===== config.mk =====
export PLATFORM = sky130hd
export DESIGN_NAME = cpu_ctl
export DESIGN_NICKNAME = d
export VERILOG_FILES = /design/src/cpu_ctl_pkg.sv /design/src/opcode_decoder.sv /design/src/ctl_sequencer.sv /design/src/ctl_encoder.sv /design/src/cpu_ctl.sv
export VERILOG_INCLUDE_DIRS = /design/src
export SDC_FILE = /design/constraint.sdc
export NUM_CORES = 1
export LEC_CHECK = 0
export BUFFER_PORTS_ARGS = -buffer_cell sky130_fd_sc_hd__buf_2
export CORE_UTILIZATION = 45
export DETAILED_ROUTE_END_ITERATION = 8
export PLACE_DENSITY = 0.69
export SYNTH_ARGS = -nofsm -noshare
export SYNTH_HDL_FRONTEND = slang
export SYNTH_HIERARCHICAL = 1
export SYNTH_SLANG_ARGS = --single-unit

===== constraint.sdc =====
create_clock -name clk -period 1.94 [get_ports clk]
set_input_delay 0.097 -clock clk [delete_from_list [all_inputs] [get_ports clk]]
set_output_delay 0.097 -clock clk [all_outputs]
set_load 0.01 [all_outputs]

===== src/cpu_ctl_defs.svh =====
// Widths and field sizes of the bus and control word, included by the package and every RTL file
`ifndef CPU_CTL_DEFS_SVH
`define CPU_CTL_DEFS_SVH

// Data bus
`define CTL_DB_W        8       // Data bus and opcode width
`define CTL_DB_SIGN     7       // Sign bit of a branch offset

// Sequencer
`define CTL_STATE_W     6       // Instruction state code

// Address bus operation, {hold, abl_sel, abh_sel, abl_ci}
`define CTL_AB_OP_W     12
`define CTL_AB_HOLD_W   7       // PC / AHL / ABH hold field on top
`define CTL_ABH_SEL_W   2       // ABH source select
`define CTL_MODE_W      4       // Compressed address mode

// ALU operation, {ldm, bcd, shift, add, carry}
`define CTL_ALU_OP_W    9
`define CTL_SHIFT_W     2
`define CTL_ADD_W       3
`define CTL_CARRY_W     2

// Register operation, {write, dst, src}
`define CTL_REG_OP_W    7
`define CTL_DST_W       2
`define CTL_SRC_W       4

// Data-out select
`define CTL_DO_OP_W     2

`endif


===== src/cpu_ctl_pkg.sv =====
// Shared types of the control unit: state, address mode, ALU and register enums, decode and control structs
`include "cpu_ctl_defs.svh"

package cpu_ctl_pkg;

    // Instruction states of the sequencer
    typedef enum logic [`CTL_STATE_W-1:0] {
        INIT, SYNC, BACK, IMM0,     // Start, opcode fetch, final read, immediate
        IND0, IND1, IND2,           // Zero-page indirection
        ABS0, ABS1,                 // Absolute address low / high
        ZERO, RDWR,                 // Zero-page access, modify cycle
        PULL, PUSH,
        RTS0, RTS1, RTS2,
        JSR0, JSR1, JSR2,
        COND                        // Branch offset
    } ctl_state_e;

    // Address datapath modes, code values match the AB datapath table
    typedef enum logic [`CTL_MODE_W-1:0] {
        AB_KEEP     = 4'b0000,      // AB unchanged
        AB_PC       = 4'b0001,      // Back to stored PC
        AB_IDX16    = 4'b0010,      // {DB, AHL + reg}, store PC
        AB_ZP_IDX   = 4'b0011,      // {00, DB + reg}
        AB_INC      = 4'b0100,      // AB + 1, store PC
        AB_SP_INC   = 4'b0101,      // {01, SP + 1}
        AB_BRANCH   = 4'b0111,      // AB + offset + 1
        AB_SP       = 4'b1000,      // {01, SP}, keep PC
        AB_SP_PC    = 4'b1001,      // {01, SP}, store PC + 1
        AB_IDX_KEEP = 4'b1010,      // {DB, AHL + reg}, keep PC
        AB_SP_POP   = 4'b1011,      // {01, SP}, hold AHL
        AB_INC_KEEP = 4'b1100,      // AB + 1, keep PC
        AB_IDX_INC  = 4'b1110,      // {DB, AHL + reg} + 1
        AB_VECTOR   = 4'b1111       // {FF, vector} + 1
    } ab_mode_e;

    // Adder operations of the ALU
    typedef enum logic [`CTL_ADD_W-1:0] {
        ALU_OR, ALU_AND, ALU_XOR, ALU_ADD, ALU_INC, ALU_DEC, ALU_SUB, ALU_TRB
    } alu_add_e;

    // Register file indices
    typedef enum logic [`CTL_SRC_W-1:0] {
        REG_X = 4'd0,
        REG_Y = 4'd1,
        REG_A = 4'd2,
        REG_S = 4'd3,
        REG_Z = 4'd7                // Reads as zero
    } reg_idx_e;

    typedef struct packed {
        logic [`CTL_SHIFT_W-1:0] shift;     // 10 left, 11 right
        alu_add_e                add;
        logic [`CTL_CARRY_W-1:0] carry;     // 01 one, 10 rotate, 11 adc
    } alu_t;

    // Flags latched at opcode fetch
    typedef struct packed {
        logic                  rmw;         // Hold address for modify cycle
        logic                  jmp;         // Absolute address is a jump target
        logic                  ind;         // One more 16-bit indirection
        logic                  add_x;
        logic                  add_y;
        logic                  ld;          // Register write at next sync
        logic [`CTL_DST_W-1:0] dst;
        logic [`CTL_SRC_W-1:0] src;
        alu_t                  alu;
    } decode_t;

    // Control word to the datapath
    typedef struct packed {
        logic [`CTL_AB_OP_W-1:0]  ab_op;
        logic [`CTL_ALU_OP_W-1:0] alu_op;
        logic [`CTL_REG_OP_W-1:0] reg_op;
        logic [`CTL_DO_OP_W-1:0]  do_op;
        logic                     we;
    } ctl_word_t;

endpackage


===== src/opcode_decoder.sv =====
// Opcode decoder of the control unit, latches per-instruction flags from the data bus at each sync
`timescale 1ns/1ps
`include "cpu_ctl_defs.svh"

module opcode_decoder (
    input  logic                 clk,
    input  logic                 rst_n,
    input  logic                 sync,        // Opcode on db this cycle
    input  logic                 flag_clear,  // ABS1, indirection used up
    input  logic [`CTL_DB_W-1:0] db,
    output cpu_ctl_pkg::decode_t dec
);
    import cpu_ctl_pkg::*;

    decode_t op_dec;                          // Flags for the byte now on db

    // Destination field is the low bits of the register index
    function automatic logic [`CTL_DST_W-1:0] dst_of(input reg_idx_e r);
        return r[`CTL_DST_W-1:0];
    endfunction

    function automatic alu_t alu_of(input alu_add_e add, input logic [`CTL_CARRY_W-1:0] carry);
        alu_t a;
        a.shift = '0;                         // No shift for kept opcodes
        a.add   = add;
        a.carry = carry;
        return a;
    endfunction

    always_comb begin
        op_dec     = '0;
        op_dec.src = REG_Z;                   // Loads take M + 0

        // Sequencing flags
        case (db)
            8'h06: op_dec.rmw = 1'b1;         // ASL ZP
            8'h20, 8'h4C, 8'h60: op_dec.jmp = 1'b1;  // JSR, JMP abs, RTS
            8'h6C, 8'h7C: begin               // JMP (ind), JMP (ind,X)
                op_dec.jmp = 1'b1;
                op_dec.ind = 1'b1;
            end
            default: ;
        endcase

        // Index registers
        case (db)
            8'h7C, 8'hB5, 8'hBD, 8'hA1: op_dec.add_x = 1'b1;
            8'hB1, 8'hB6, 8'hB9: op_dec.add_y = 1'b1;
            default: ;
        endcase

        // Register write, ld stays 0 for anything else
        case (db)
            8'hA9, 8'hA5, 8'hB5, 8'hAD, 8'hBD,
            8'hB9, 8'hA1, 8'hB2, 8'hB1: begin // LDA, all modes
                op_dec.ld  = 1'b1;
                op_dec.dst = dst_of(REG_A);
                op_dec.alu = alu_of(ALU_ADD, 2'b00);
            end
            8'hA2, 8'hB6: begin               // LDX #imm, LDX zp,Y
                op_dec.ld  = 1'b1;
                op_dec.dst = dst_of(REG_X);
                op_dec.alu = alu_of(ALU_ADD, 2'b00);
            end
            8'hA0: begin                      // LDY #imm
                op_dec.ld  = 1'b1;
                op_dec.dst = dst_of(REG_Y);
                op_dec.alu = alu_of(ALU_ADD, 2'b00);
            end
            8'hCA: begin                      // DEX
                op_dec.ld  = 1'b1;
                op_dec.dst = dst_of(REG_X);
                op_dec.src = REG_X;
                op_dec.alu = alu_of(ALU_DEC, 2'b00);
            end
            8'hE8: begin                      // INX, carry in 1
                op_dec.ld  = 1'b1;
                op_dec.dst = dst_of(REG_X);
                op_dec.src = REG_X;
                op_dec.alu = alu_of(ALU_INC, 2'b01);
            end
            default: ;
        endcase
    end

    always_ff @(posedge clk) begin
        if (!rst_n) begin
            dec <= '0;
        end else if (sync) begin
            dec <= op_dec;                    // New instruction
        end else if (flag_clear) begin
            dec.ind   <= 1'b0;                // Stop looping indirections
            dec.add_x <= 1'b0;                // Index applied once for (ind,X)
        end
    end

endmodule


===== src/ctl_sequencer.sv =====
// Instruction state machine of the control unit, dispatches on the opcode and flags sync cycles
`timescale 1ns/1ps
`include "cpu_ctl_defs.svh"

module ctl_sequencer (
    input  logic                    clk,
    input  logic                    rst_n,
    input  logic [`CTL_DB_W-1:0]    db,
    input  cpu_ctl_pkg::decode_t    dec,
    output cpu_ctl_pkg::ctl_state_e state,
    output logic                    sync,
    output logic                    flag_clear
);
    import cpu_ctl_pkg::*;

    ctl_state_e state_nxt;

    assign sync       = (state == SYNC);      // Opcode fetch cycle
    assign flag_clear = (state == ABS1);      // High byte of absolute address

    // Opcode dispatch and per-sequence stepping
    always_comb begin
        case (state)
            INIT: state_nxt = SYNC;
            SYNC: begin
                case (db)
                    8'h80: state_nxt = COND;  // BRA
                    8'h20: state_nxt = JSR0;  // JSR
                    8'h60: state_nxt = RTS0;  // RTS
                    8'h4C, 8'h6C, 8'h7C: state_nxt = ABS0;  // JMP abs / ind / ind,X
                    8'h06: state_nxt = ZERO;  // ASL zp
                    8'hA5, 8'hB5, 8'hB6: state_nxt = ZERO;  // Zero-page loads
                    8'hA1, 8'hB2, 8'hB1: state_nxt = IND0;  // Indirect loads
                    8'hAD, 8'hBD, 8'hB9: state_nxt = ABS0;  // Absolute loads
                    8'hA9, 8'hA0, 8'hA2: state_nxt = IMM0;  // Immediate loads
                    8'h48: state_nxt = PUSH;
                    8'h68: state_nxt = PULL;
                    default: state_nxt = SYNC;  // Undefined or single-cycle, fetch again
                endcase
            end
            IMM0: state_nxt = SYNC;
            IND0: state_nxt = IND1;
            IND1: state_nxt = IND2;
            IND2: state_nxt = BACK;
            ABS0: state_nxt = ABS1;
            ABS1: begin
                if (dec.ind) begin
                    state_nxt = ABS0;         // Fetch the pointed-to address
                end else if (dec.jmp) begin
                    state_nxt = SYNC;         // AB already at target
                end else begin
                    state_nxt = BACK;
                end
            end
            ZERO: state_nxt = dec.rmw ? RDWR : BACK;
            RDWR: state_nxt = BACK;
            BACK: state_nxt = SYNC;
            PULL: state_nxt = BACK;
            PUSH: state_nxt = BACK;
            RTS0: state_nxt = RTS1;
            RTS1: state_nxt = RTS2;
            RTS2: state_nxt = SYNC;
            JSR0: state_nxt = JSR1;
            JSR1: state_nxt = JSR2;
            JSR2: state_nxt = ABS1;           // Target high byte, jmp set
            COND: state_nxt = SYNC;
            default: state_nxt = INIT;        // Unused codes restart
        endcase
    end

    always_ff @(posedge clk) begin
        if (!rst_n) begin
            state <= INIT;
        end else begin
            state <= state_nxt;
        end
    end

endmodule


===== src/ctl_encoder.sv =====
// Control word encoder that the top instantiates to turn state and decoded flags into datapath fields
`timescale 1ns/1ps
`include "cpu_ctl_defs.svh"

module ctl_encoder (
    input  logic                    clk,
    input  logic                    rst_n,
    input  cpu_ctl_pkg::ctl_state_e state,
    input  cpu_ctl_pkg::decode_t    dec,
    input  logic                    cond,     // Branch taken
    input  logic [`CTL_DB_W-1:0]    db,
    output cpu_ctl_pkg::ctl_word_t  ctl
);
    import cpu_ctl_pkg::*;

    // Data-out sources
    localparam logic [`CTL_DO_OP_W-1:0] DO_ALU = 2'b00;
    localparam logic [`CTL_DO_OP_W-1:0] DO_PCL = 2'b10;
    localparam logic [`CTL_DO_OP_W-1:0] DO_PCH = 2'b11;

    // Fixed ALU words as {ldm, bcd, shift, add, carry}
    localparam logic [`CTL_ALU_OP_W-1:0] ALU_OP_DEC = {4'b0000, ALU_DEC, 2'b00};
    localparam logic [`CTL_ALU_OP_W-1:0] ALU_OP_INC = {4'b0000, ALU_INC, 2'b01};
    localparam logic [`CTL_ALU_OP_W-1:0] ALU_OP_LDM = {4'b1000, ALU_OR, 2'b00};

    ab_mode_e                    mode;
    logic [`CTL_AB_HOLD_W-1:0]   hold;
    logic [`CTL_ABH_SEL_W-1:0]   abh_sel;
    logic [`CTL_AB_OP_W-1:0]     ab_op;
    logic [`CTL_ALU_OP_W-1:0]    alu_op;
    logic [`CTL_REG_OP_W-1:0]    reg_op;
    logic [`CTL_DO_OP_W-1:0]     do_op;
    logic                        we;
    logic                        back;

    // Read-only register select with write bit and dst clear
    function automatic logic [`CTL_REG_OP_W-1:0] idx_op(input reg_idx_e r);
        return {1'b0, 2'b00, r};
    endfunction

    assign back = cond & db[`CTL_DB_SIGN];    // Taken backward branch

    always_comb begin
        case (state)
            INIT, RDWR:     mode = AB_KEEP;
            BACK, JSR2:     mode = AB_PC;
            SYNC, ABS0:     mode = AB_INC;
            IMM0:           mode = AB_INC;
            ABS1:           mode = AB_IDX16;
            IND0, ZERO:     mode = AB_ZP_IDX;
            IND1:           mode = AB_INC_KEEP;
            IND2:           mode = AB_IDX_KEEP;
            PULL:           mode = AB_SP_INC;
            PUSH:           mode = AB_SP_POP;
            RTS0, RTS1:     mode = AB_SP_INC;
            RTS2:           mode = AB_IDX_INC;
            JSR0:           mode = AB_SP_PC;
            JSR1:           mode = AB_SP;
            COND:           mode = AB_BRANCH;
            default:        mode = AB_KEEP;
        endcase
    end

    // Low bits of mode go straight to ABL select and carry
    always_comb begin
        case (mode)
            AB_KEEP:     {hold, abh_sel} = {7'b001_0110, 2'b11};
            AB_PC:       {hold, abh_sel} = {7'b000_1010, 2'b10};
            AB_IDX16:    {hold, abh_sel} = {7'b111_1110, 2'b01};
            AB_ZP_IDX:   {hold, abh_sel} = {7'b111_0000, 2'b01};  // ABH forced 00
            AB_INC:      {hold, abh_sel} = {7'b011_0110, 2'b11};
            AB_SP_INC:   {hold, abh_sel} = {7'b011_0001, 2'b00};
            AB_BRANCH: begin
                if (back) begin
                    {hold, abh_sel} = {7'b011_0111, 2'b11};        // ABH gets FF
                end else begin
                    {hold, abh_sel} = {7'b011_0110, 2'b11};        // Forward or not taken
                end
            end
            AB_SP:       {hold, abh_sel} = {7'b000_0001, 2'b00};
            AB_SP_PC:    {hold, abh_sel} = {7'b111_0001, 2'b00};
            AB_IDX_KEEP: {hold, abh_sel} = {7'b001_1110, 2'b01};
            AB_SP_POP:   {hold, abh_sel} = {7'b010_0001, 2'b00};
            AB_INC_KEEP: {hold, abh_sel} = {7'b001_0110, 2'b11};
            AB_IDX_INC:  {hold, abh_sel} = {7'b001_1110, 2'b01};
            default:     {hold, abh_sel} = '0;
        endcase
        ab_op = {hold, mode[1:0], abh_sel, mode[2]};
    end

    always_comb begin
        case (state)
            JSR0, JSR1, RTS0, RTS1: reg_op = {1'b1, 2'b11, REG_S};  // S written back
            IND0:    reg_op = dec.add_x ? idx_op(REG_X) : idx_op(REG_Z);
            IND2:    reg_op = dec.add_y ? idx_op(REG_Y) : idx_op(REG_Z);
            ZERO, ABS1: begin
                if (dec.add_x) begin
                    reg_op = idx_op(REG_X);
                end else if (dec.add_y) begin
                    reg_op = idx_op(REG_Y);
                end else begin
                    reg_op = idx_op(REG_Z);
                end
            end
            SYNC:    reg_op = {dec.ld, dec.dst, dec.src};   // dst <= src op M
            default: reg_op = idx_op(REG_Z);
        endcase
    end

    always_comb begin
        case (state)
            JSR0, JSR1: alu_op = ALU_OP_DEC;  // Stack pointer down
            RTS0, RTS1: alu_op = ALU_OP_INC;  // Stack pointer up
            IMM0, BACK: alu_op = ALU_OP_LDM;
            SYNC:       alu_op = {2'b00, dec.alu};
            default:    alu_op = '0;
        endcase
    end

    always_comb begin
        case (state)
            JSR1:    do_op = DO_PCH;          // Return address high first
            JSR2:    do_op = DO_PCL;
            default: do_op = DO_ALU;
        endcase
    end

    // Write strobe for the two JSR stack pushes one cycle late
    always_ff @(posedge clk) begin
        if (!rst_n) begin
            we <= 1'b0;
        end else begin
            we <= (state == JSR0) || (state == JSR1);
        end
    end

    assign ctl = '{ab_op: ab_op, alu_op: alu_op, reg_op: reg_op, do_op: do_op, we: we};

endmodule


===== src/cpu_ctl.sv =====
// Top of the 65C02 control unit, connects opcode decoder, state sequencer and control encoder
`timescale 1ns/1ps
`include "cpu_ctl_defs.svh"

module cpu_ctl (
    input  logic                   clk,
    input  logic                   rst_n,
    input  logic [`CTL_DB_W-1:0]   db,
    input  logic                   cond,
    output logic                   sync,
    output cpu_ctl_pkg::ctl_word_t ctl
);
    import cpu_ctl_pkg::*;

    ctl_state_e state;                        // Current instruction cycle
    decode_t    dec;                          // Flags of the running instruction
    logic       flag_clear;

    opcode_decoder opcode_decoder_inst (
        .clk        (clk),
        .rst_n      (rst_n),
        .sync       (sync),
        .flag_clear (flag_clear),
        .db         (db),
        .dec        (dec)
    );

    ctl_sequencer ctl_sequencer_inst (
        .clk        (clk),
        .rst_n      (rst_n),
        .db         (db),
        .dec        (dec),
        .state      (state),
        .sync       (sync),
        .flag_clear (flag_clear)
    );

    ctl_encoder ctl_encoder_inst (
        .clk   (clk),
        .rst_n (rst_n),
        .state (state),
        .dec   (dec),
        .cond  (cond),
        .db    (db),
        .ctl   (ctl)
    );

endmodule


==> results of run 1 <==
## metal layers
layer,share of wire (%),up-vias
li1,-,1315
met1,46,1244
met2,52,48
met3,2.0,2
met4,0.30,0
met5,0,-
## power by group through the flow
stage          clock network [mW]  registers (mW)  logic [mW]
2_1_floorplan                   0           0.419       0.263
3_3_place_gp                    0           0.419       0.370
3_5_place_dp                    0           0.420       0.375
4_1_cts                     0.268           0.411       0.408
5_1_grt                     0.291           0.412       0.493
6_report                    0.261           0.411       0.454
## kinds of logic after synthesis
family                   synth area share [%]
multiplexers                            0.412
AO/OA/AOI/OAI                            30.0
other                                   0.464
AND/OR/NAND/NOR                          36.4
flip-flops                               15.7
XOR/XNOR                                 2.17
buffers and inverters                    11.2
adder cells (fa/ha/maj)                  3.61
## through the flow
stage               utilization, %  power, mW  hold WS (ps)
floorplan                        -      0.682           219
global placement              58.3      0.789           458
detailed placement            58.3      0.795           457
CTS                           62.0       1.09           236
global route                  67.2       1.20           250
finish                        67.2       1.13           240
## flip-flops by register name (all words and copies together), names as in the netlist
name                      count
opcode_decoder_inst/dec      13
ctl_sequencer_inst/state      5
ctl_encoder_inst/we           1
## worst min-delay path: stages
cell and delay (ps):
buf_2 190, o21ai_0 110, a31oi_1 40
## cell usage in the layout (no fill, tap or decap), types with 4 or more instances in the layout
cell,synthesis,routed
a311o_1,4,4
nand2_2,0,4
o211ai_1,4,4
nand2b_1,7,6
a21boi_1,4,4
nand3b_1,5,5
o21ai_1,2,5
nor2_1,25,21
o21ai_0,16,11
nor4b_1,4,4
nand2_1,23,18
and2_1,6,6
buf_6,5,22
ha_4,0,5
inv_1,10,7
nor3b_1,6,5
nor3_1,10,7
nand3_1,14,13
a31oi_1,6,6
buf_4,15,42
nor2b_1,6,6
a21oi_2,1,5
conb_1,3,6
a21oi_1,16,12
dfxtp_1,19,15
buf_2,3,29
a21o_1,5,5
## how the worst max path moves through the flow
stage | endpoint | cells after the start | slack (ps) | from
floorplan | ctl[28] | 7 | -10 | ctl_sequencer_inst/state[4]$_SDFF_PN0_
global placement | ctl[24] | 9 | -50 | ctl_sequencer_inst/state[0]$_SDFF_PN0_
detailed placement | ctl[25] | 9 | -100 | ctl_sequencer_inst/state[1]$_SDFF_PN0_
CTS | ctl[25] | 7 | -360 | ctl_sequencer_inst/state[1]$_SDFF_PN0_
global route | ctl[25] | 8 | -460 | ctl_sequencer_inst/state[1]$_SDFF_PN0_
finish | ctl[25] | 8 | -370 | ctl_sequencer_inst/state[1]$_SDFF_PN0_
## final cells by class
type,instances,area share (%)
Tap cell,70,2.54
Multi-Input combinational cell,256,60.2
Clock inverter,1,0.145
Timing Repair Buffer,97,22.7
Sequential cell,19,11.4
Inverter,13,1.92
Clock buffer,3,1.20
## what timing repair did
action                                  CTS  global route
setup buffers                             4             8
pin swaps                                15            17
resized for setup                        32            46
hold buffers                              0             0
endpoints found under the setup margin   18            22
==> metrics.md, run 1 <==
| Metric | Value |
|---|---|
| Nets | `408` |
| Largest net degree at the start of global routing | `27` |
| Gr busiest metal | `met2` |
| Static Leak | `1.35 nW` |
| Synth top area share | `15.7%` |
| Ports | `43` |
| Worst hold start | `rst_n` |
| Max Slew Vio Count | `0` |
| Combinational share of power | `40.3%` |
| Top cell type by total area after synthesis | `dfxtp_1` |
| PD cells | `326 nW/um2` |
| Detailed placement HPWL | `4620 um` |
| Final min period | `2310 ps` |
| Clock latency on the worst-skew pair | `250 ps` |
| Mapped Area | `2430 um2` |
| Outcome | `complete, but fails checks` |
| Fmax | `0.432 GHz` |
| Total Neg Setup Slack | `-3000 ps` |
| Dpl cell area | `3000 um2` |
| Top-count cell post-synth | `nor2_1` |
| Required @ worst endpoint | `1840 ps` |
| First-pass iteration count of the detailed router | `4` |
| Mapped Cells | `318` |
| Unrepaired setup endpoints after global routing | `true` |
| GRT Residual Overflow | `0` |
| Net Sw Frac | `33.4%` |
| CTS H-Tree Depth | `1` |
| Ratio of cells with drive above 1 in the final layout | `45.0%` |
| CP top delay family | `compound AO/OA/AOI/OAI gates` |
| Cell Rows | `26` |
| TritonCTS Buffers | `3` |
| Vias in the first global route | `2,203` |
| Total number of vias | `2,609` |
| Avg Inst Size Synth | `7.63 um2` |
| Setup ws final | `-374 ps` |
| Arrival @ worst endpoint | `2220 ps` |
| Worst path cell trace | `ha_4, or2_4, a311o_1, nand2_4, buf_6, o21ai_4, a2111oi_4, buf_2` |
| Yosys warnings | `6` |
| CP Class | `register to output pin` |
| Post-synthesis sequential area ratio | `15.7%` |
| Post-route design area | `3450 um2` |
| Clock Tree Root | `clkbuf_8` |
| Violated checks | `negative setup slack` |
| CP bufs+invs | `2` |
| Worst setup EP type | `output pin` |
| Most frequent cells after synthesis | `nor2_1, nand2_1, dfxtp_1` |
| Critical path's largest stage delay | `410 ps` |
| Clk slew on worst S/H paths | `70 ps` |
| Hold-critical path depth | `3` |
| Critical Path Slowest Stage Cell | `a311o_1` |
| HP Class | `primary input to register` |
| Vias per cell | `5.68` |
| Final setup vio count | `13` |
| Worst R2R End | `opcode_decoder_inst/dec[14]$_SDFFE_PN0P_` |
| CTS tree | `done` |
| Flop pwr share | `36.5%` |
| Vert. Die Dim | `75.4 um` |
| Routed WL | `6890 um` |
| Sequential cell area | `393 um2` |
| Residual DRC | `0` |
| Main flop type after synthesis | `dfxtp_1` |
| Global Route Usage Sum | `22.6%` |
| Layout Cells excl Fill | `459` |
| Unique cell type count in the Yosys netlist | `85` |
| Max_cap viols | `0` |
| Synth-to-Final Area Change | `42.3%` |
| Final Hold Vio Count | `0` |
| R2R Setup Slk | `230 ps` |
| Clock Power Share | `23.2%` |
| Port Buf Inserts | `37` |
| CP Max Fanout | `5` |
| Die area | `5690 um2` |
| Yosys reg bits | `19` |
| Endpoint, Worst Hold | `opcode_decoder_inst/dec[15]$_SDFFE_PN0P_` |
| RR Startpoint | `ctl_sequencer_inst/state[1]$_SDFF_PN0_` |
| Gpl congestion | `0.863` |
| Multi-input gate area | `2080 um2` |
| Dpl cells | `445` |
| Remaining antenna violation count | `0` |
| VDD IR max | `0.259 mV` |
| EDFF count, synth | `0` |
| First-pass GRT wire length | `10,300 um` |
| Initial DRC Count | `130` |
| Chip width | `75.4 um` |
| # fillers | `437` |
| Met2 Track Usage GR | `38.3%` |
| Clk buf depth | `2` |
| Skew final | `5.56 ps` |
| Share of flip-flops with an asynchronous set or reset | `0%` |
| Starting Density | `47.2%` |
| CP Launch Type | `register` |
| Net Switching | `0.376 mW` |
| Top post-synthesis cells by area | `dfxtp_1, buf_4, nor2_1` |
| Final period utilization | `119%` |
| Pre-CTS setup slack | `-97.1 ps` |
| Pint | `0.750 mW` |
| Routed WL per cell | `15.0 um` |
| Initial antenna violation count | `0` |
| Clock Sinks | `19` |
| R2R depth | `8` |
| # diodes | `0` |
| M3 GR Usage | `1.32%` |
| GRT met1 Usage | `32.5%` |
| Core ar. | `5140 um2` |
(Power assumes the default switching activity.)
==> run 2: changes to the inputs <==
--- a/config.mk
+++ b/config.mk
@@ -6,6 +6,7 @@
 export SDC_FILE = /design/constraint.sdc
 export NUM_CORES = 1
 export LEC_CHECK = 0
+export ABC_AREA = 1
 export BUFFER_PORTS_ARGS = -buffer_cell sky130_fd_sc_hd__buf_2
 export CORE_UTILIZATION = 45
 export DETAILED_ROUTE_END_ITERATION = 8
==> run 2 against run 1 <==
  * Non-clock buffer count down 38
  * Utilization down 9.3 points
  * Clock skew down 3.4 ps
  * Fmax up 14%
  * Wire length down 8.5%
  * Sequential power up 6.8%
  * Critical path depth up 4
  * Count of clock-buffer cells in the layout up 1
  * Synthesized cell count up 35%
  * Global-route usage down 0.75 points
  * Largest cell class unchanged
  * Highest routed layer unchanged
  * First-iteration DRC count up 45%
  * Critical path type unchanged
  * The flow still finishes with violations (negative setup slack)
==> metrics.md, run 2 <==
| Metric | Value |
|---|---|
| Critical Path Slowest Stage Cell | `dfxtp_2` |
| Crit path top cell by count | `nand2_2` |
| # diodes | `0` |
| Most flop-heavy register | `opcode_decoder_inst/dec` |
| CTS hold repair buffers | `0` |
| Avg Inst Size Synth | `5.78 um2` |
| First-pass iteration count of the detailed router | `4` |
| Unique cell type count in the Yosys netlist | `41` |
| Static Leak | `1.60 nW` |
| Commonest non-fill, non-tap cells in the layout | `nand2_1, nor2_1, inv_1` |
| GRT Residual Overflow | `0` |
| CP top delay family | `simple AND/OR/NAND/NOR gates` |
| Synth top area share | `15.9%` |
| Most frequent cells after synthesis | `nand2_1, inv_1, nor2_1` |
| Main flop type after synthesis | `dfxtp_1` |
| Unrepaired setup endpoints after global routing | `true` |
| Post-synthesis sequential area ratio | `15.3%` |
| Clock Tree Root | `clkbuf_8` |
| Util after Layout | `57.9%` |
| R2R Setup Slk | `230 ps` |
| Top sig layer | `met4` |
| EDFF count, synth | `0` |
| HP Class | `primary input to register` |
| Core ar. | `5200 um2` |
| Die area | `5810 um2` |
| Hold-critical path depth | `3` |
| CP Class | `register to output pin` |
| Vias per cell | `4.92` |
| Final Hold Vio Count | `0` |
| Final min period | `2030 ps` |
| Nets | `501` |
| Top-count cell post-synth | `nand2_1` |
| Gpl congestion | `0.914` |
| Largest register FFs | `13` |
| Commonest non-fill, non-tap cell in the layout | `nand2_1` |
| CP Launch Type | `register` |
| Skew final | `2.12 ps` |
| Max_cap viols | `0` |
| Worst hold start | `rst_n` |
| Top cell type by total area after synthesis | `nand2_1` |
| CP bufs+invs | `2` |
| Synth-to-Final Area Change | `21.5%` |
| R2R depth | `9` |
| Clock latency on the worst-skew pair | `250 ps` |
| Total number of vias | `2,716` |
| TritonCTS Buffers | `3` |
| Fmax | `0.492 GHz` |
| Top post-synthesis cells by area | `nand2_1, dfxtp_1, inv_1` |
| Required @ worst endpoint | `1840 ps` |
| Routed WL | `6300 um` |
| Initial DRC Count | `188` |
| Critical path's largest stage delay | `360 ps` |
| Mapped Cells | `429` |
| Dpl cell area | `2710 um2` |
| Endpoint, Worst Hold | `ctl_sequencer_inst/state[4]$_SDFF_PN0_` |
| Met2 WL | `3050 um` |
| CTS tree | `done` |
| Ratio of cells with drive above 1 in the final layout | `34.0%` |
| PD cells | `391 nW/um2` |
| Clock Sinks | `19` |
| Dpl cells | `532` |
| Initial antenna violation count | `0` |
| Routed WL per cell | `11.4 um` |
| Yosys reg bits | `19` |
| Port Buf Inserts | `37` |
| Remaining antenna violation count | `0` |
| Outcome | `complete, but fails checks` |
| Post-route design area | `3010 um2` |
| Layout Cells excl Fill | `552` |
| Share of flip-flops with an asynchronous set or reset | `0%` |
| Starting Density | `47.6%` |
| Vias in the first global route | `2,498` |
| Clk buf depth | `2` |
| Vert. Die Dim | `76.2 um` |
| Final setup vio count | `11` |
| Clk slew on worst S/H paths | `70 ps` |
| Violated checks | `negative setup slack` |
| Global Route Usage Sum | `21.9%` |
| Largest net degree at the start of global routing | `14` |
| Ports | `43` |
| VDD IR max | `0.289 mV` |
| Setup ws final | `-93.4 ps` |
| Mapped Area | `2480 um2` |
| Metal-1 WL | `3000 um` |
| Total Neg Setup Slack | `-525 ps` |
| Yosys warnings | `6` |
| Final period utilization | `105%` |
| Detailed placement HPWL | `4770 um` |
| CTS H-Tree Depth | `1` |
| Residual DRC | `0` |
| Worst path cell trace | `inv_4, ha_4, nand2_2, nand2_2, nor2_2, nor2_2, nand3_2, nand2_2, nor2_4, nor2_4, nand3_2, buf_6` |
| RR Startpoint | `ctl_sequencer_inst/state[0]$_SDFF_PN0_` |
| Chip width | `76.2 um` |
| First-pass GRT wire length | `10,800 um` |
| Worst setup EP type | `output pin` |
| Arrival @ worst endpoint | `1940 ps` |
| Max Slew Vio Count | `0` |
| Worst R2R End | `opcode_decoder_inst/dec[13]$_SDFFE_PN0P_` |
| Largest registers | `opcode_decoder_inst/dec (13), ctl_sequencer_inst/state (5), ctl_encoder_inst/we (1)` |
| Met3 WL | `208 um` |
| CP Max Fanout | `5` |
| Cell Rows | `26` |
==> run 2: cell families after synthesis <==
logic type	share of synthesized area (%)
flops	15.3
simple gates	53.2
other cells	0.454
buf+inv	16.3
compound gates	11.1
fa+ha+maj	3.53
==> run 2: worst reg2reg max path, cell delays in order, from the launching register on <==
cell and delay (ps):
dfxtp_2 360, buf_6 140, buf_4 140, inv_1 80, nor4_4 390, nand2_1 110, nor2_1 150, nand3_2 100
nor2_2 100, nor2_2 30
==> run 2: metrics by stage <==
stage	setup WS, ps	total power [mW]	hold WS (ps)
global route	-204	1.26	165
finish	-93.4	1.18	163
global placement	154	0.851	431
CTS	-29.2	1.15	164
floorplan	106	0.746	195
detailed placement	128	0.854	434
==> run 2: area by class of cell <==
type                       instances  area (um2)
clock buffer                       4        45.0
inverter                          77         304
timing repair buffer              59         370
fill                             546        2190
multi-input combinational        323        1820
sequential                        19         389
tap                               70        87.6
==> run 2: what timing repair did <==
action | in CTS | in global routing
setup buffers | 5 | 10
endpoints found under the setup margin | 12 | 12
hold endpoints to repair | 0 | 0
gates cloned | 1 | 0
gates resized for setup | 17 | 31
pin swaps | 6 | 15
==> run 2: worst max-delay path by stage <==
stage,from,end,slack [ps],depth (start not counted)
final,ctl_sequencer_inst/state[0]$_SDFF_PN0_,ctl[20],-90,12
after global routing,ctl_sequencer_inst/state[0]$_SDFF_PN0_,ctl[20],-200,12
after CTS,ctl_sequencer_inst/state[1]$_SDFF_PN0_,ctl[28],-30,12
after detailed placement,ctl_sequencer_inst/state[3]$_SDFF_PN0_,ctl[28],130,10
after global placement,ctl_sequencer_inst/state[3]$_SDFF_PN0_,ctl[21],150,11
after floorplan,ctl_sequencer_inst/state[0]$_SDFF_PN0_,ctl[24],110,11
==> run 2: metal layers <==
layer,GRT usage (%),vias to the layer above
met3,2.16,6
met5,0,-
met2,39.5,55
li1,-,1436
met4,4.04,0
met1,28.1,1219
==> run 2: power breakdown <==
part | total (mW) | leakage, nW | internal, mW | switching, mW
clock | 0.271 | 0.0228 | 0.146 | 0.125
combinational | 0.469 | 1.42 | 0.178 | 0.291
sequential | 0.439 | 0.158 | 0.418 | 0.0209
total | 1.18 | 1.60 | 0.743 | 0.437
